### config.mk
export PLATFORM = sky130hd
export DESIGN_NAME = ast_clks
export DESIGN_NICKNAME = d
export VERILOG_FILES = /design/src/hw/ast_clk_pkg.sv /design/src/hw/jitter_lfsr.sv /design/src/hw/osc_gen.sv /design/src/hw/osc_ctrl.sv /design/src/hw/ast_clks.sv
export SDC_FILE = /design/constraint.sdc
export NUM_CORES = 1
export LEC_CHECK = 0
export BUFFER_PORTS_ARGS = -buffer_cell sky130_fd_sc_hd__buf_2
export CORE_MARGIN = 2
export CORE_UTILIZATION = 65
export CTS_BUF_LIST = sky130_fd_sc_hd__clkbuf_16
export DETAILED_ROUTE_END_ITERATION = 6
export PLACE_DENSITY = 0.84
export SLEW_MARGIN = 20
export SYNTH_ARGS = -nofsm -noshare
export SYNTH_HDL_FRONTEND = slang
export SYNTH_SLANG_ARGS = --single-unit
### constraint.sdc
create_clock -name clk_sys_ext_i -period 5.35 [get_ports clk_sys_ext_i]
set_input_delay 0.535 -clock clk_sys_ext_i [delete_from_list [all_inputs] [get_ports clk_sys_ext_i]]
set_output_delay 0.535 -clock clk_sys_ext_i [all_outputs]
set_load 0.05 [all_outputs]
### src/hw/ast_clk_pkg.sv
/*
  Shared clock-source types: oscillator index, clock and flag vectors,
  default divider, enable delay and jitter seed constants
*/

package ast_clk_pkg;

  ////////////////////
  // Oscillator index
  ////////////////////

  // Bit position of each source inside the 4-bit vectors below
  typedef enum logic [1:0] {
    OSC_SYS = 2'd0,  // System clock, jitter capable
    OSC_IO  = 2'd1,  // Peripheral io clock
    OSC_USB = 2'd2,  // USB clock
    OSC_AON = 2'd3   // Always-on clock, first up
  } osc_id_e;

  ////////////////////
  // Vector types
  ////////////////////

  // One clock per source, MSB first so sys lands on bit 0
  typedef struct packed {
    logic aon;  // Bit 3
    logic usb;  // Bit 2
    logic io;   // Bit 1
    logic sys;  // Bit 0
  } osc_clks_t;

  // Per-source flag, same layout as osc_clks_t
  // Carries enables towards the models and valids back
  typedef struct packed {
    logic aon;
    logic usb;
    logic io;
    logic sys;
  } osc_vec_t;

  ////////////////////
  // Defaults
  ////////////////////

  // Half periods in external clock cycles
  parameter int DefSysDiv = 1;   // Fastest, ext/2
  parameter int DefIoDiv  = 2;   // ext/4
  parameter int DefUsbDiv = 4;   // ext/8
  parameter int DefAonDiv = 32;  // Slow always-on tick

  // Cycles from a granted enable to the first toggle
  // Stands in for the analog RC start-up delay
  parameter int DefEnRdly = 8;

  // Jitter LFSR start value, must be non-zero
  parameter logic [15:0] DefLfsrSeed = 16'hace1;

endpackage : ast_clk_pkg

### src/hw/jitter_lfsr.sv
/*
  16-bit Fibonacci LFSR giving sparse one-cycle stretch requests
*/

`timescale 1ns/1ps

module jitter_lfsr #(
  parameter logic [15:0] Seed = ast_clk_pkg::DefLfsrSeed  // Non-zero start
) (
  input  logic clk_sys_ext_i,  // External reference clock
  input  logic reset_i,        // Sync reset, active high
  output logic stretch_o       // One-cycle stretch pulse
);

  logic [15:0] lfsr_q;
  logic        fb;             // Feedback bit
  logic        stretch_q;
  logic        hit;            // Low two bits both set

  // Taps 16,14,13,11, maximal length
  assign fb  = lfsr_q[15] ^ lfsr_q[13] ^ lfsr_q[12] ^ lfsr_q[10];
  assign hit = &lfsr_q[1:0];

  always_ff @(posedge clk_sys_ext_i) begin
    if (reset_i) begin
      lfsr_q    <= Seed;
      stretch_q <= 1'b0;
    end else begin
      lfsr_q    <= {lfsr_q[14:0], fb};  // Shift every cycle
      // Back-to-back hits give one pulse only
      stretch_q <= hit & ~stretch_q;
    end
  end

  assign stretch_o = stretch_q;

endmodule : jitter_lfsr

### src/hw/osc_gen.sv
/*
  Oscillator model: enable rise delay, half-period divider with optional
  jitter stretch, glitch-free stop at low phase and valid flag
*/

`timescale 1ns/1ps

module osc_gen #(
  parameter int Div    = ast_clk_pkg::DefSysDiv,  // Half period, ext cycles
  parameter int EnRdly = ast_clk_pkg::DefEnRdly   // Enable to first toggle
) (
  input  logic clk_sys_ext_i,  // External reference clock
  input  logic reset_i,        // Sync reset, active high
  input  logic vcore_pok_h_i,  // Core power good
  input  logic en_i,           // Enable level from the sequencer
  input  logic jen_i,          // Jitter enable
  input  logic stretch_i,      // Stretch request pulse
  output logic clk_o,          // Divided clock
  output logic val_o           // Clock running
);

  ////////////////////
  // Widths and loads
  ////////////////////

  localparam int HalfW = $clog2(Div + 1);     // Holds Div for stretched halves
  localparam int DlyW  = $clog2(EnRdly + 1);

  localparam logic [HalfW-1:0] HalfLoad  = HalfW'(Div - 1);  // Div cycles
  localparam logic [HalfW-1:0] HalfLoadJ = HalfW'(Div);      // Div+1 cycles
  localparam logic [DlyW-1:0]  DlyLoad   = DlyW'(EnRdly - 1);

  typedef enum logic [1:0] {
    IDLE  = 2'd0,  // Off, output low
    DELAY = 2'd1,  // Counting the start-up delay
    RUN   = 2'd2,  // Toggling
    STOP  = 2'd3   // Disabled while high, finishing the half period
  } osc_state_e;

  osc_state_e       state_q;
  logic [DlyW-1:0]  dly_cnt_q;   // Rise delay down-counter
  logic [HalfW-1:0] half_cnt_q;  // Cycles left in current half period
  logic             clk_q;       // Output flop

  logic             half_done;
  logic             stretch_ok;
  logic [HalfW-1:0] half_load;

  ////////////////////
  // Half-period reload
  ////////////////////

  assign half_done  = (half_cnt_q == '0);
  assign stretch_ok = jen_i & stretch_i;  // Tied off except on sys
  // Stretch is taken at a toggle and lengthens the half that follows
  assign half_load  = stretch_ok ? HalfLoadJ : HalfLoad;

  ////////////////////
  // Oscillator FSM
  ////////////////////

  always_ff @(posedge clk_sys_ext_i) begin
    if (reset_i || !vcore_pok_h_i) begin
      state_q <= IDLE;  // Power-down stops at once
      clk_q   <= 1'b0;
    end else begin
      case (state_q)
        IDLE: begin
          if (en_i) begin
            state_q   <= DELAY;
            dly_cnt_q <= DlyLoad;
          end
        end
        DELAY: begin
          if (!en_i) begin
            state_q <= IDLE;           // Next rise restarts the count
          end else if (dly_cnt_q == '0) begin
            state_q    <= RUN;
            clk_q      <= 1'b1;        // First toggle, valid with it
            half_cnt_q <= half_load;
          end else begin
            dly_cnt_q <= dly_cnt_q - 1'b1;
          end
        end
        RUN: begin
          if (!en_i && !clk_q) begin
            state_q <= IDLE;           // Low phase, stop now
          end else if (half_done) begin
            clk_q      <= ~clk_q;
            half_cnt_q <= half_load;
            if (!en_i) begin
              state_q <= IDLE;         // Was high, this edge takes it low
            end
          end else begin
            half_cnt_q <= half_cnt_q - 1'b1;
            if (!en_i) begin
              state_q <= STOP;         // High, let the half period end
            end
          end
        end
        STOP: begin
          // Output is high here
          if (half_done) begin
            clk_q   <= 1'b0;
            state_q <= IDLE;
          end else begin
            half_cnt_q <= half_cnt_q - 1'b1;
          end
        end
        default: begin
          state_q <= IDLE;
          clk_q   <= 1'b0;
        end
      endcase
    end
  end

  ////////////////////
  // Outputs
  ////////////////////

  assign clk_o = clk_q;
  assign val_o = (state_q == RUN) || (state_q == STOP);  // Falls as clock stops

endmodule : osc_gen

### src/hw/osc_ctrl.sv
/*
  Clock-source sequencer: power-good wait, aon bring-up, then
  pass-through of sys/io/usb enables and ready generation
*/

`timescale 1ns/1ps

module osc_ctrl (
  input  logic                 clk_sys_ext_i,  // External reference clock
  input  logic                 reset_i,        // Sync reset, active high
  input  logic                 vcore_pok_h_i,  // Core power good
  input  logic                 sys_en_i,       // Sys clock request
  input  logic                 io_en_i,        // Io clock request
  input  logic                 usb_en_i,       // Usb clock request
  input  ast_clk_pkg::osc_vec_t osc_val_i,     // Valids from the models
  output ast_clk_pkg::osc_vec_t osc_en_o,      // Enables to the models
  output logic                 ast_ready_o     // All enabled sources up
);

  import ast_clk_pkg::*;

  ////////////////////
  // State and flops
  ////////////////////

  typedef enum logic [1:0] {
    POK_WAIT = 2'd0,  // Power not good, all off
    AON_UP   = 2'd1,  // Aon only, waiting for its valid
    RUN      = 2'd2   // Requests passed through
  } ctrl_state_e;

  ctrl_state_e state_q;
  osc_vec_t    osc_en_q;  // Registered enables
  logic        ready_q;

  // Next-enable candidates
  osc_vec_t aon_only;
  osc_vec_t req_en;

  // Plain vectors so the source enum can index them
  logic [3:0] en_bits;
  logic [3:0] val_bits;
  logic       ena_match;  // Every sys/io/usb enable matches its valid
  logic       ready_d;

  ////////////////////
  // Combinational
  ////////////////////

  always_comb begin
    aon_only     = '0;
    aon_only.aon = 1'b1;   // Aon alone during bring-up

    req_en       = '0;
    req_en.aon   = 1'b1;   // Aon never drops while power is good
    req_en.sys   = sys_en_i;
    req_en.io    = io_en_i;
    req_en.usb   = usb_en_i;
  end

  assign en_bits  = osc_en_q;
  assign val_bits = osc_val_i;

  // A source still stopping (valid, no enable) or still starting
  // (enable, no valid) holds ready low
  assign ena_match = (en_bits[OSC_SYS] == val_bits[OSC_SYS]) &&
                     (en_bits[OSC_IO]  == val_bits[OSC_IO])  &&
                     (en_bits[OSC_USB] == val_bits[OSC_USB]);

  assign ready_d = (state_q == RUN) && val_bits[OSC_AON] && ena_match;

  ////////////////////
  // Sequencer
  ////////////////////

  always_ff @(posedge clk_sys_ext_i) begin
    if (reset_i || !vcore_pok_h_i) begin
      // Power loss from any state lands here
      state_q  <= POK_WAIT;
      osc_en_q <= '0;
      ready_q  <= 1'b0;
    end else begin
      ready_q <= ready_d;
      case (state_q)
        POK_WAIT: begin
          state_q  <= AON_UP;    // Pok seen high
          osc_en_q <= aon_only;
        end
        AON_UP: begin
          if (val_bits[OSC_AON]) begin
            state_q  <= RUN;
            osc_en_q <= req_en;  // First pass-through
          end
        end
        RUN: begin
          osc_en_q <= req_en;    // One cycle request to enable
        end
        default: begin
          state_q  <= POK_WAIT;
          osc_en_q <= '0;
        end
      endcase
    end
  end

  ////////////////////
  // Outputs
  ////////////////////

  assign osc_en_o = osc_en_q;

  // Drops together with aon valid, not a cycle later
  assign ast_ready_o = ready_q & val_bits[OSC_AON];

endmodule : osc_ctrl

### src/hw/ast_clks.sv
/*
  Clock-source top: sequencer, jitter source and the four oscillator
  models for sys, io, usb and aon
*/

`timescale 1ns/1ps

module ast_clks #(
  parameter int          SysDiv   = ast_clk_pkg::DefSysDiv,
  parameter int          IoDiv    = ast_clk_pkg::DefIoDiv,
  parameter int          UsbDiv   = ast_clk_pkg::DefUsbDiv,
  parameter int          AonDiv   = ast_clk_pkg::DefAonDiv,
  parameter int          EnRdly   = ast_clk_pkg::DefEnRdly,   // Same for all models
  parameter logic [15:0] LfsrSeed = ast_clk_pkg::DefLfsrSeed
) (
  input  logic                   clk_sys_ext_i,  // External reference clock
  input  logic                   reset_i,        // Sync reset, active high
  input  logic                   vcore_pok_h_i,  // Core power good
  input  logic                   sys_en_i,       // Sys clock request
  input  logic                   sys_jen_i,      // Sys jitter enable
  input  logic                   io_en_i,        // Io clock request
  input  logic                   usb_en_i,       // Usb clock request
  output ast_clk_pkg::osc_clks_t clk_src_o,      // Generated clocks
  output ast_clk_pkg::osc_vec_t  clk_val_o,      // Per-clock valid
  output logic                   ast_ready_o     // All enabled clocks up
);

  import ast_clk_pkg::*;

  osc_vec_t osc_en;   // Sequencer to models
  osc_vec_t osc_val;  // Models back to sequencer
  logic     stretch;  // Jitter request, sys only

  ////////////////////
  // Sequencer
  ////////////////////

  osc_ctrl u_osc_ctrl (
    .clk_sys_ext_i ( clk_sys_ext_i ),
    .reset_i       ( reset_i ),
    .vcore_pok_h_i ( vcore_pok_h_i ),
    .sys_en_i      ( sys_en_i ),
    .io_en_i       ( io_en_i ),
    .usb_en_i      ( usb_en_i ),
    .osc_val_i     ( osc_val ),
    .osc_en_o      ( osc_en ),
    .ast_ready_o   ( ast_ready_o )
  );

  jitter_lfsr #(.Seed(LfsrSeed)) u_jitter_lfsr (
    .clk_sys_ext_i ( clk_sys_ext_i ),
    .reset_i       ( reset_i ),
    .stretch_o     ( stretch )
  );

  ////////////////////
  // Oscillators
  ////////////////////

  osc_gen #(.Div(SysDiv), .EnRdly(EnRdly)) u_sys_osc (
    .clk_sys_ext_i ( clk_sys_ext_i ),
    .reset_i       ( reset_i ),
    .vcore_pok_h_i ( vcore_pok_h_i ),
    .en_i          ( osc_en.sys ),
    .jen_i         ( sys_jen_i ),  // Only jittered source
    .stretch_i     ( stretch ),
    .clk_o         ( clk_src_o.sys ),
    .val_o         ( osc_val.sys )
  );

  osc_gen #(.Div(IoDiv), .EnRdly(EnRdly)) u_io_osc (
    .clk_sys_ext_i ( clk_sys_ext_i ),
    .reset_i       ( reset_i ),
    .vcore_pok_h_i ( vcore_pok_h_i ),
    .en_i          ( osc_en.io ),
    .jen_i         ( 1'b0 ),
    .stretch_i     ( 1'b0 ),
    .clk_o         ( clk_src_o.io ),
    .val_o         ( osc_val.io )
  );

  osc_gen #(.Div(UsbDiv), .EnRdly(EnRdly)) u_usb_osc (
    .clk_sys_ext_i ( clk_sys_ext_i ),
    .reset_i       ( reset_i ),
    .vcore_pok_h_i ( vcore_pok_h_i ),
    .en_i          ( osc_en.usb ),
    .jen_i         ( 1'b0 ),
    .stretch_i     ( 1'b0 ),
    .clk_o         ( clk_src_o.usb ),
    .val_o         ( osc_val.usb )
  );

  osc_gen #(.Div(AonDiv), .EnRdly(EnRdly)) u_aon_osc (
    .clk_sys_ext_i ( clk_sys_ext_i ),
    .reset_i       ( reset_i ),
    .vcore_pok_h_i ( vcore_pok_h_i ),
    .en_i          ( osc_en.aon ),
    .jen_i         ( 1'b0 ),
    .stretch_i     ( 1'b0 ),
    .clk_o         ( clk_src_o.aon ),
    .val_o         ( osc_val.aon )
  );

  assign clk_val_o = osc_val;

endmodule : ast_clks

==> impl_metrics.json, run 1 <==
{
  "min_from": "u_jitter_lfsr.lfsr_q[5]$_SDFF_PP1_",
  "final-setup-viol-count": 0,
  "gp_congestion": 0.831,
  "crit_slowest_cell": "a2111oi_1",
  "status": "finished, final reports clean",
  "synth_area_sq_um": 3200,
  "pin_count": 16,
  "grt.overflow.total": 0,
  "cts_sinks": 64,
  "finalCriticalPeriod_ns": 2.18,
  "avgSynthCellArea_sq_um": 9.72,
  "fillCellCount": 318,
  "grt_max_degree": 23,
  "area_growth_pct": 9.19,
  "min_to": "u_jitter_lfsr.lfsr_q[6]$_SDFF_PP1_",
  "maxCapViolations": 0,
  "antenna_left": 0,
  "drt_iter0_markers": 165,
  "synth_flop_cell": "dfxtp_1",
  "hold_buffers": 0,
  "cts_tree": "done",
  "max_freq_mhz": 458,
  "tightest_slew_ns": 0.878,
  "period_share": 0.408,
  "yosys_register_bits": 64,
  "cp.arrival_ns": 2.13,
  "hold_path.class": "register to register",
  "antenna_found_initial": 0,
  "fin_skew_ns": 0.00426,
  "r2r_start": "u_usb_osc.state_q[1]$_SDFFE_PN0P_",
  "drv_slew": 0,
  "vdd_ir_drop_max_mv": 0.276,
  "drcViolationCount": 0,
  "reg2reg_depth": 3,
  "post-route-util": 0.739,
  "synthTopCellsByArea": "edfxtp_1 26%, dfxtp_1 23%, ha_1 5.5%, nand2_1 4.3%, xnor2_1 3.8%",
  "cts_buffers": 9,
  "r2r-end": "u_usb_osc.dly_cnt_q[3]$_SDFFCE_PP0P_",
  "p_leak_nw": 1.30,
  "synth_top_area_cell": "edfxtp_1",
  "fp.dieArea_sq_um": 5500,
  "die-width_um": 74.1,
  "diodes": 0,
  "powerDensity_nw_per_um2": 316,
  "min_path_cells": 1,
  "synth_nets": 350,
  "avgRoutedWirePerCell_um": 13.9,
  "critPathCaptureType": "register",
  "critical_path_class": "register to register",
  "htree_levels": 3,
  "ys_warn_count": 0,
  "finalHoldViolCount": 0,
  "start_util": 0.677,
  "slew_headroom": 0.407,
  "finalSetupTns_ns": 0,
  "cts_setup_buffers": 0,
  "clk_pin_slew_worst_paths_ns": 0.05,
  "clock_latency_ns": 0.32,
  "drive_above_1_share": 0.146,
  "dp.final_hpwl_mm": 3.71,
  "coreArea_sq_um": 4720,
  "crit_chain": "inv_1 -> ha_1 -> a2111oi_1",
  "port_buffers": 15,
  "grt_pass1_vias": 2192,
  "via_count": 2221,
  "holdWs_ns": 0.413,
  "r2r_slack_ns": 3.17,
  "num-nets-final": 351,
  "yosysSeqAreaShare": 0.488,
  "grt_pass1_wl_mm": 9.37,
  "rsz0062_at_grt": "false",
  "startpoint_type": "register",
  "max_stage_delay_ns": 0.76,
  "cts_root_buf": "clkbuf_16",
  "grt_use_total": 0.224,
  "cts_resized": 0,
  "drt_wl_total_mm": 5.59,
  "synth_edf_count": 28,
  "yosysUniqueCellTypes": 50,
  "synth_top_area_frac": 0.263,
  "cp_max_fo": 14,
  "dr.pass1.iters": 4,
  "vias_per_cell": 5.52,
  "clockBufferDepth": 2,
  "cp.required_ns": 5.29,
  "synthCells": 329,
  "die_h_um": 74.1,
  "synthArstFlopShare": 0,
  "fp-row-count": 25
}
==> critical path, delay by kind of cell, from the launching register on <==
kind,cells,cell delay (ns)
adder cells (fa/ha/maj),1,0.25
flip-flops,1,0.60
AO/OA/AOI/OAI,1,0.76
buffers and inverters,1,0.20
==> layer usage <==
layer / track usage / vias up / part of all wire
met5: 0 / - / 0
met4: 0.0889 / 0 / 0.011
met3: 0.0623 / 6 / 0.037
met2: 0.368 / 43 / 0.48
met1: 0.282 / 1057 / 0.47
li1: - / 1115 / -
==> area by class of cell <==
class | count | area [sq um] | area share
clock inverters | 7 | 56.3 | 0.0161
well taps | 67 | 83.8 | 0.0240
inverters | 27 | 101 | 0.0290
clock buffers | 9 | 225 | 0.0645
repair buffers | 15 | 75.1 | 0.0215
flip-flops and latches | 64 | 1560 | 0.447
multi-input cells | 213 | 1390 | 0.398
==> power breakdown <==
group / internal (mW) / switching (mW) / leakage (nW)
Clock: 0.352 / 0.195 / 0.153
Sequential: 0.518 / 0.00614 / 0.508
Combinational: 0.0139 / 0.0167 / 0.639
==> synth_stat cells (all sizes together), types with 2 or more instances <==
master,number
nand2,37
dfxtp,36
edfxtp,28
inv,27
buf,19
a21oi,17
nor2,16
ha,14
xnor2,14
o21ai,13
nor2b,12
nand3,10
nor3,10
nor3b,8
nand2b,7
or2,7
clkbuf,6
a211oi,5
a31oi,5
and2,5
and2b,3
and3,3
nor4,3
xor2,3
a21o,2
o211ai,2
o31a,2
or3,2
==> registers in the layout, indices dropped and copies added (netlist names), 2 cells and up <==
register              count
u_osc_ctrl.osc_en_o       4
u_aon_osc.half_cnt_q      6
u_usb_osc.half_cnt_q      3
u_io_osc.dly_cnt_q        4
u_sys_osc.dly_cnt_q       4
u_usb_osc.dly_cnt_q       4
u_osc_ctrl.state_q        2
u_aon_osc.state_q         2
u_aon_osc.dly_cnt_q       4
u_io_osc.state_q          2
u_sys_osc.state_q         2
u_io_osc.half_cnt_q       2
u_jitter_lfsr.lfsr_q     16
u_usb_osc.state_q         2
==> logic make-up (layout without fill, tap and decap cells) <==
family,count (synthesis),after routing,share of synthesized area
multiplexers,2,2,0.00665
buffers and inverters,52,58,0.0779
flip-flops,64,64,0.488
AND/OR/NAND/NOR,126,126,0.213
AO/OA/AOI/OAI,54,54,0.113
XOR/XNOR,17,17,0.0466
adder cells (fa/ha/maj),14,14,0.0548
==> placed cells by master, fill, tap and decap left out, types with 5 or more instances in the layout <==
master     synthesis  routed
a21oi_1           16      16
inv_1             25      28
nand3_1           10      10
buf_2              7      15
nand2_1           37      37
edfxtp_1          28      28
ha_1              14      14
or2_2              7       7
xnor2_1           14      14
nand2b_1           6       6
nor2_1            16      16
nor2b_1           11      11
dfxtp_1           36      36
o21ai_0           10      10
nor3_1            10      10
clkbuf_16          0       9
and2_1             5       5
==> how the worst max path moves through the flow <==
stage          cells after the start                              endpoint                                 start  slack [ns]
2_1_floorplan                      4  u_usb_osc.dly_cnt_q[0]$_SDFFCE_PP1P_  u_usb_osc.dly_cnt_q[0]$_SDFFCE_PP1P_        3.33
3_3_place_gp                       3  u_usb_osc.dly_cnt_q[0]$_SDFFCE_PP1P_                               reset_i        2.94
3_5_place_dp                       3  u_usb_osc.dly_cnt_q[3]$_SDFFCE_PP0P_                               reset_i        2.84
4_1_cts                            3  u_usb_osc.dly_cnt_q[1]$_SDFFCE_PP1P_     u_usb_osc.state_q[1]$_SDFFE_PN0P_        2.91
5_1_grt                            3  u_usb_osc.dly_cnt_q[3]$_SDFFCE_PP0P_     u_usb_osc.state_q[1]$_SDFFE_PN0P_        3.00
6_report                           3  u_usb_osc.dly_cnt_q[3]$_SDFFCE_PP0P_     u_usb_osc.state_q[1]$_SDFFE_PN0P_        3.17
==> per-stage QoR <==
step / std cells / power, mW / cell area [sq um] / setup slack, ns
6_report: 402 / 1.10 / 3490 / 3.17
5_1_grt: 402 / 1.13 / 3490 / 3.00
4_1_cts: 402 / 1.11 / 3490 / 2.91
3_5_place_dp: 386 / 0.565 / 3210 / 2.84
3_3_place_gp: 386 / 0.564 / 3210 / 2.94
2_1_floorplan: 329 / 0.556 / 3200 / 3.33
Power figures use the tool's default switching activity.
==> run 2, diff against run 1 <==
CORE_UTILIZATION = 55   (was 65)
PLACE_DENSITY = 0.76   (was 0.84)
clock period = 2 ns   (was 5.35 ns; I/O delays follow)
==> impl_metrics.json, run 2 (synthesized netlist as in run 1, its figures left out) <==
{
  "fp.dieArea_sq_um": 6440,
  "hold_buffers": 0,
  "grt_pass1_vias": 2121,
  "grt.overflow.total": 0,
  "r2r_start": "u_usb_osc.dly_cnt_q[0]$_SDFFCE_PP1P_",
  "startpoint_type": "register",
  "grt_pass1_wl_mm": 9.76,
  "vias_per_cell": 5.29,
  "final-setup-viol-count": 0,
  "num-nets-final": 362,
  "cts_buffers": 9,
  "pre_cts_ws_ns": 0.129,
  "fillCellCount": 459,
  "mostFrequentLayoutCells": "37 x nand2_1, 36 x dfxtp_1, 28 x edfxtp_1",
  "cts_sinks": 64,
  "place_inst": 402,
  "cp_max_fo": 5,
  "period_share": 0.877,
  "p_leak_nw": 1.36,
  "coreArea_sq_um": 5570,
  "grt_use_total": 0.199,
  "finalHoldViolCount": 0,
  "finalCriticalPeriod_ns": 1.75,
  "reg2reg_depth": 5,
  "swShare": 0.207,
  "final_area_sq_um": 3620,
  "finalSetupTns_ns": 0,
  "drv_slew": 0,
  "combPwrFrac": 0.029,
  "rsz0062_at_grt": "false",
  "gp_congestion": 0.853,
  "die_h_um": 80.3,
  "slew_headroom": 0.721,
  "drive_above_1_share": 0.182,
  "post-route-util": 0.649,
  "cp.required_ns": 1.98,
  "cts_setup_buffers": 0,
  "status": "finished, final reports clean",
  "critPathCaptureType": "register",
  "finalNonFillerCells": 418,
  "clockBufferDepth": 2,
  "via_count": 2211,
  "r2r_slack_ns": 0.25,
  "port_buffers": 15,
  "antenna_found_initial": 0,
  "area_growth_pct": 13.1,
  "die-width_um": 80.3,
  "dp.final_hpwl_mm": 3.89,
  "start_util": 0.574,
  "grt_max_degree": 15,
  "largest-register": "u_jitter_lfsr.lfsr_q",
  "drt_wl_total_mm": 5.42,
  "cts_tree": "done",
  "cp.arrival_ns": 1.74,
  "cts_resized": 0,
  "seqPwrFrac": 0.460,
  "max_freq_mhz": 570,
  "setup_slack_ns": 0.245,
  "min_from": "sys_en_i",
  "avgRoutedWirePerCell_um": 13.0,
  "total_power_mw": 3.05,
  "reg.largest.list": "u_jitter_lfsr.lfsr_q x16, u_aon_osc.half_cnt_q x6",
  "holdWs_ns": 0.130,
  "maxCapViolations": 0,
  "hold_path.class": "input port to register",
  "drcViolationCount": 0,
  "p_int_mw": 2.42,
  "placed_area_sq_um": 3300,
  "pin_count": 16,
  "r2r-end": "u_usb_osc.half_cnt_q[0]$_DFFE_PP_",
  "fp-row-count": 27,
  "antenna_left": 0,
  "fin_skew_ns": 0.00667,
  "dr.pass1.iters": 4,
  "min_to": "u_osc_ctrl.osc_en_o[0]$_SDFFE_PN0N_",
  "power.switching_uw": 631,
  "min_path_cells": 3,
  "tightest_slew_ns": 0.418,
  "diodes": 0,
  "vdd_ir_drop_max_mv": 0.767,
  "htree_levels": 3,
  "cts_root_buf": "clkbuf_16",
  "final_common_cell": "nand2_1",
  "pwr-share-clk": 0.511,
  "powerDensity_nw_per_um2": 843,
  "clock_latency_ns": 0.33,
  "largest_reg_flops": 16,
  "clk_pin_slew_worst_paths_ns": 0.06,
  "drt_iter0_markers": 90,
  "critical_path_class": "register to register"
}
-- run 2: cell type report --
type / count / area, sq um / share of cell area
Clock buffer: 11 / 275 / 0.0761
Tap cell: 72 / 90.1 / 0.0249
Inverter: 27 / 101 / 0.0280
Timing Repair Buffer: 26 / 158 / 0.0436
Clock inverter: 5 / 35.0 / 0.00969
Multi-Input combinational cell: 213 / 1400 / 0.386
Sequential cell: 64 / 1560 / 0.432
-- run 2: worst max-delay path: stages, from the launching register on --
cell and delay [ns]:
edfxtp_1 0.40, inv_1 0.08, ha_1 0.17, nor3b_2 0.30, nand2_1 0.09, a31oi_1 0.36
-- run 2: worst max path at each step --
stage                                               from                                    to
floorplan           u_usb_osc.dly_cnt_q[0]$_SDFFCE_PP1P_  u_usb_osc.dly_cnt_q[0]$_SDFFCE_PP1P_
detailed placement   u_io_osc.dly_cnt_q[0]$_SDFFCE_PP1P_      u_io_osc.half_cnt_q[1]$_DFFE_PP_
global route         u_io_osc.dly_cnt_q[0]$_SDFFCE_PP1P_      u_io_osc.half_cnt_q[1]$_DFFE_PP_
global placement     u_io_osc.dly_cnt_q[0]$_SDFFCE_PP1P_      u_io_osc.half_cnt_q[1]$_DFFE_PP_
finish              u_usb_osc.dly_cnt_q[0]$_SDFFCE_PP1P_     u_usb_osc.half_cnt_q[0]$_DFFE_PP_
CTS                  u_io_osc.dly_cnt_q[0]$_SDFFCE_PP1P_      u_io_osc.half_cnt_q[1]$_DFFE_PP_
-- run 2: metal layers --
metal  share of wire  routed length (um)  up-vias  GRT usage
met3           0.041                 225       12     0.0506
met2            0.46                2480       40      0.302
li1                -                   -     1142          -
met1            0.48                2600     1017      0.265
met5               0                   0        -          0
met4           0.022                 120        0     0.0983
-- run 2: power groups by stage --
stage               clock [mW]  combinational (mW)  sequential, mW
global placement             0              0.0856            1.43
detailed placement           0              0.0880            1.43
finish                    1.56              0.0891            1.40
CTS                       1.57              0.0897            1.40
global route              1.63               0.101            1.41
floorplan                    0              0.0663            1.42
==> run 3, diff against run 2 <==
CORE_UTILIZATION = 50   (was 55)
PLACE_DENSITY = 0.67   (was 0.76)
clock period = 2.2 ns   (was 2 ns; I/O delays follow)
==> impl_metrics.json, run 3 (synthesized netlist as in run 1, its figures left out) <==
{
  "grt_pass1_vias": 2030,
  "cp.required_ns": 2.18,
  "critPathCaptureType": "register",
  "crit_start": "u_io_osc.dly_cnt_q[0]$_SDFFCE_PP1P_",
  "total_power_mw": 2.68,
  "hold_path.class": "input port to register",
  "vdd_ir_drop_max_mv": 0.690,
  "crit_path_end": "u_io_osc.half_cnt_q[1]$_DFFE_PP_",
  "grt.overflow.total": 0,
  "cts_tree": "done",
  "num-nets-final": 357,
  "clockBufferDepth": 2,
  "dp.final_hpwl_mm": 3.69,
  "maxCapViolations": 0,
  "grt_use_total": 0.164,
  "cts_root_buf": "clkbuf_16",
  "diodes": 0,
  "hold_buffers": 0,
  "multi_input_area_sq_um": 1390,
  "reg2reg_depth": 6,
  "rsz0062_at_grt": "false",
  "critical_path_class": "register to register",
  "drt_iter0_markers": 143,
  "cts_setup_buffers": 0,
  "fin_skew_ns": 0.00751,
  "antenna_left": 0,
  "tightest_slew_ns": 0.578,
  "start_util": 0.509,
  "die-width_um": 84.0,
  "min_from": "sys_en_i",
  "final_common_cell": "nand2_1",
  "reg.largest.list": "u_jitter_lfsr.lfsr_q x16, u_aon_osc.half_cnt_q x6",
  "r2r_slack_ns": 0.39,
  "finalCriticalPeriod_ns": 1.81,
  "cp.arrival_ns": 1.80,
  "coreArea_sq_um": 6280,
  "vias_per_cell": 5.27,
  "largest_reg_flops": 16,
  "cts_resized": 0,
  "startpoint_type": "register",
  "largest-register": "u_jitter_lfsr.lfsr_q",
  "regArea_sq_um": 1560,
  "final-setup-viol-count": 0,
  "period_share": 0.824,
  "grt_max_degree": 23,
  "drv_slew": 0,
  "max_freq_mhz": 551,
  "cp_max_fo": 3,
  "port_buffers": 15,
  "fp.dieArea_sq_um": 7050,
  "via_count": 2202,
  "drive_above_1_share": 0.164,
  "mostFrequentLayoutCells": "37 x nand2_1, 36 x dfxtp_1, 28 x edfxtp_1",
  "dr.pass1.iters": 4,
  "pin_count": 16,
  "avgRoutedWirePerCell_um": 12.5,
  "slew_headroom": 0.612,
  "powerDensity_nw_per_um2": 757,
  "drt_wl_total_mm": 5.23,
  "grt_pass1_wl_mm": 9.24,
  "clock_latency_ns": 0.32,
  "finalHoldViolCount": 0,
  "fillCellCount": 563,
  "status": "finished, final reports clean",
  "cts_sinks": 64,
  "htree_levels": 3,
  "drcViolationCount": 0,
  "antenna_found_initial": 0,
  "r2r-end": "u_io_osc.half_cnt_q[1]$_DFFE_PP_",
  "die_h_um": 84.0,
  "r2r_start": "u_io_osc.dly_cnt_q[0]$_SDFFCE_PP1P_",
  "clk_pin_slew_worst_paths_ns": 0.05,
  "cts_buffers": 9,
  "p_leak_nw": 1.33,
  "gp_congestion": 0.801,
  "finalSetupTns_ns": 0,
  "area_growth_pct": 11.0,
  "fp-row-count": 29
}
-- run 3: cell types whose count changed in the layout (fill, tap and decap cells not counted) --
cell / delta
a2111oi_0: +1
nor4_2: -1
bufinv_16: +1
clkinv_4: -2
inv_2: +2
clkinv_1: -1
inv_1: +2
a2111oi_1: -1
nor4_1: +1
inv_6: -1
buf_4: -5
clkbuf_16: -2
inv_4: +1
-- run 3: power breakdown --
part	switching (mW)	internal (mW)	leakage [nW]
logic	0.0407	0.0364	0.670
clock network	0.474	0.859	0.153
registers	0.0148	1.26	0.508
total	0.529	2.16	1.33
-- run 3: worst min path at each step --
stage                                           to  slack [ns]  cells after the start
2_1_floorplan  u_jitter_lfsr.lfsr_q[12]$_SDFF_PP0_        0.29                      1
3_3_place_gp   u_jitter_lfsr.lfsr_q[10]$_SDFF_PP1_        0.40                      1
3_5_place_dp    u_jitter_lfsr.lfsr_q[5]$_SDFF_PP1_        0.40                      1
4_1_cts        u_osc_ctrl.osc_en_o[0]$_SDFFE_PN0N_        0.16                      3
5_1_grt        u_osc_ctrl.osc_en_o[2]$_SDFFE_PN0N_        0.20                      3
6_report       u_osc_ctrl.osc_en_o[0]$_SDFFE_PN0N_        0.17                      3
-- run 3: metal layers --
metal	track usage	routed length, um
met3	0.0475	164
met5	0	0
met2	0.237	2340
met1	0.226	2670
met4	0.0792	57
-- run 3: metrics by stage --
step	worst slack, ns	cell area [sq um]	instances	utilization	hold slack [ns]
floorplan	0.184	3200	329	-	0.292
global placement	0.430	3270	402	0.520	0.395
detailed placement	0.382	3270	402	0.520	0.395
CTS	0.378	3550	418	0.565	0.156
global route	0.177	3550	418	0.565	0.198
finish	0.386	3550	418	0.565	0.167
-- run 3: cell type report --
cell class / instances / share of cell area
clock inverters: 7 / 0.0159
clock buffers: 9 / 0.0635
multi-input cells: 213 / 0.391
inverters: 27 / 0.0286
flip-flops and latches: 64 / 0.440
well taps: 77 / 0.0272
repair buffers: 21 / 0.0339
-- run 3: critical path, cell delays in order, from the launching register on --
cell      delay, ns
edfxtp_1       0.40
inv_1          0.08
ha_1           0.18
nor3b_2        0.21
nor2b_2        0.16
nor3b_1        0.05
nor4_1         0.39
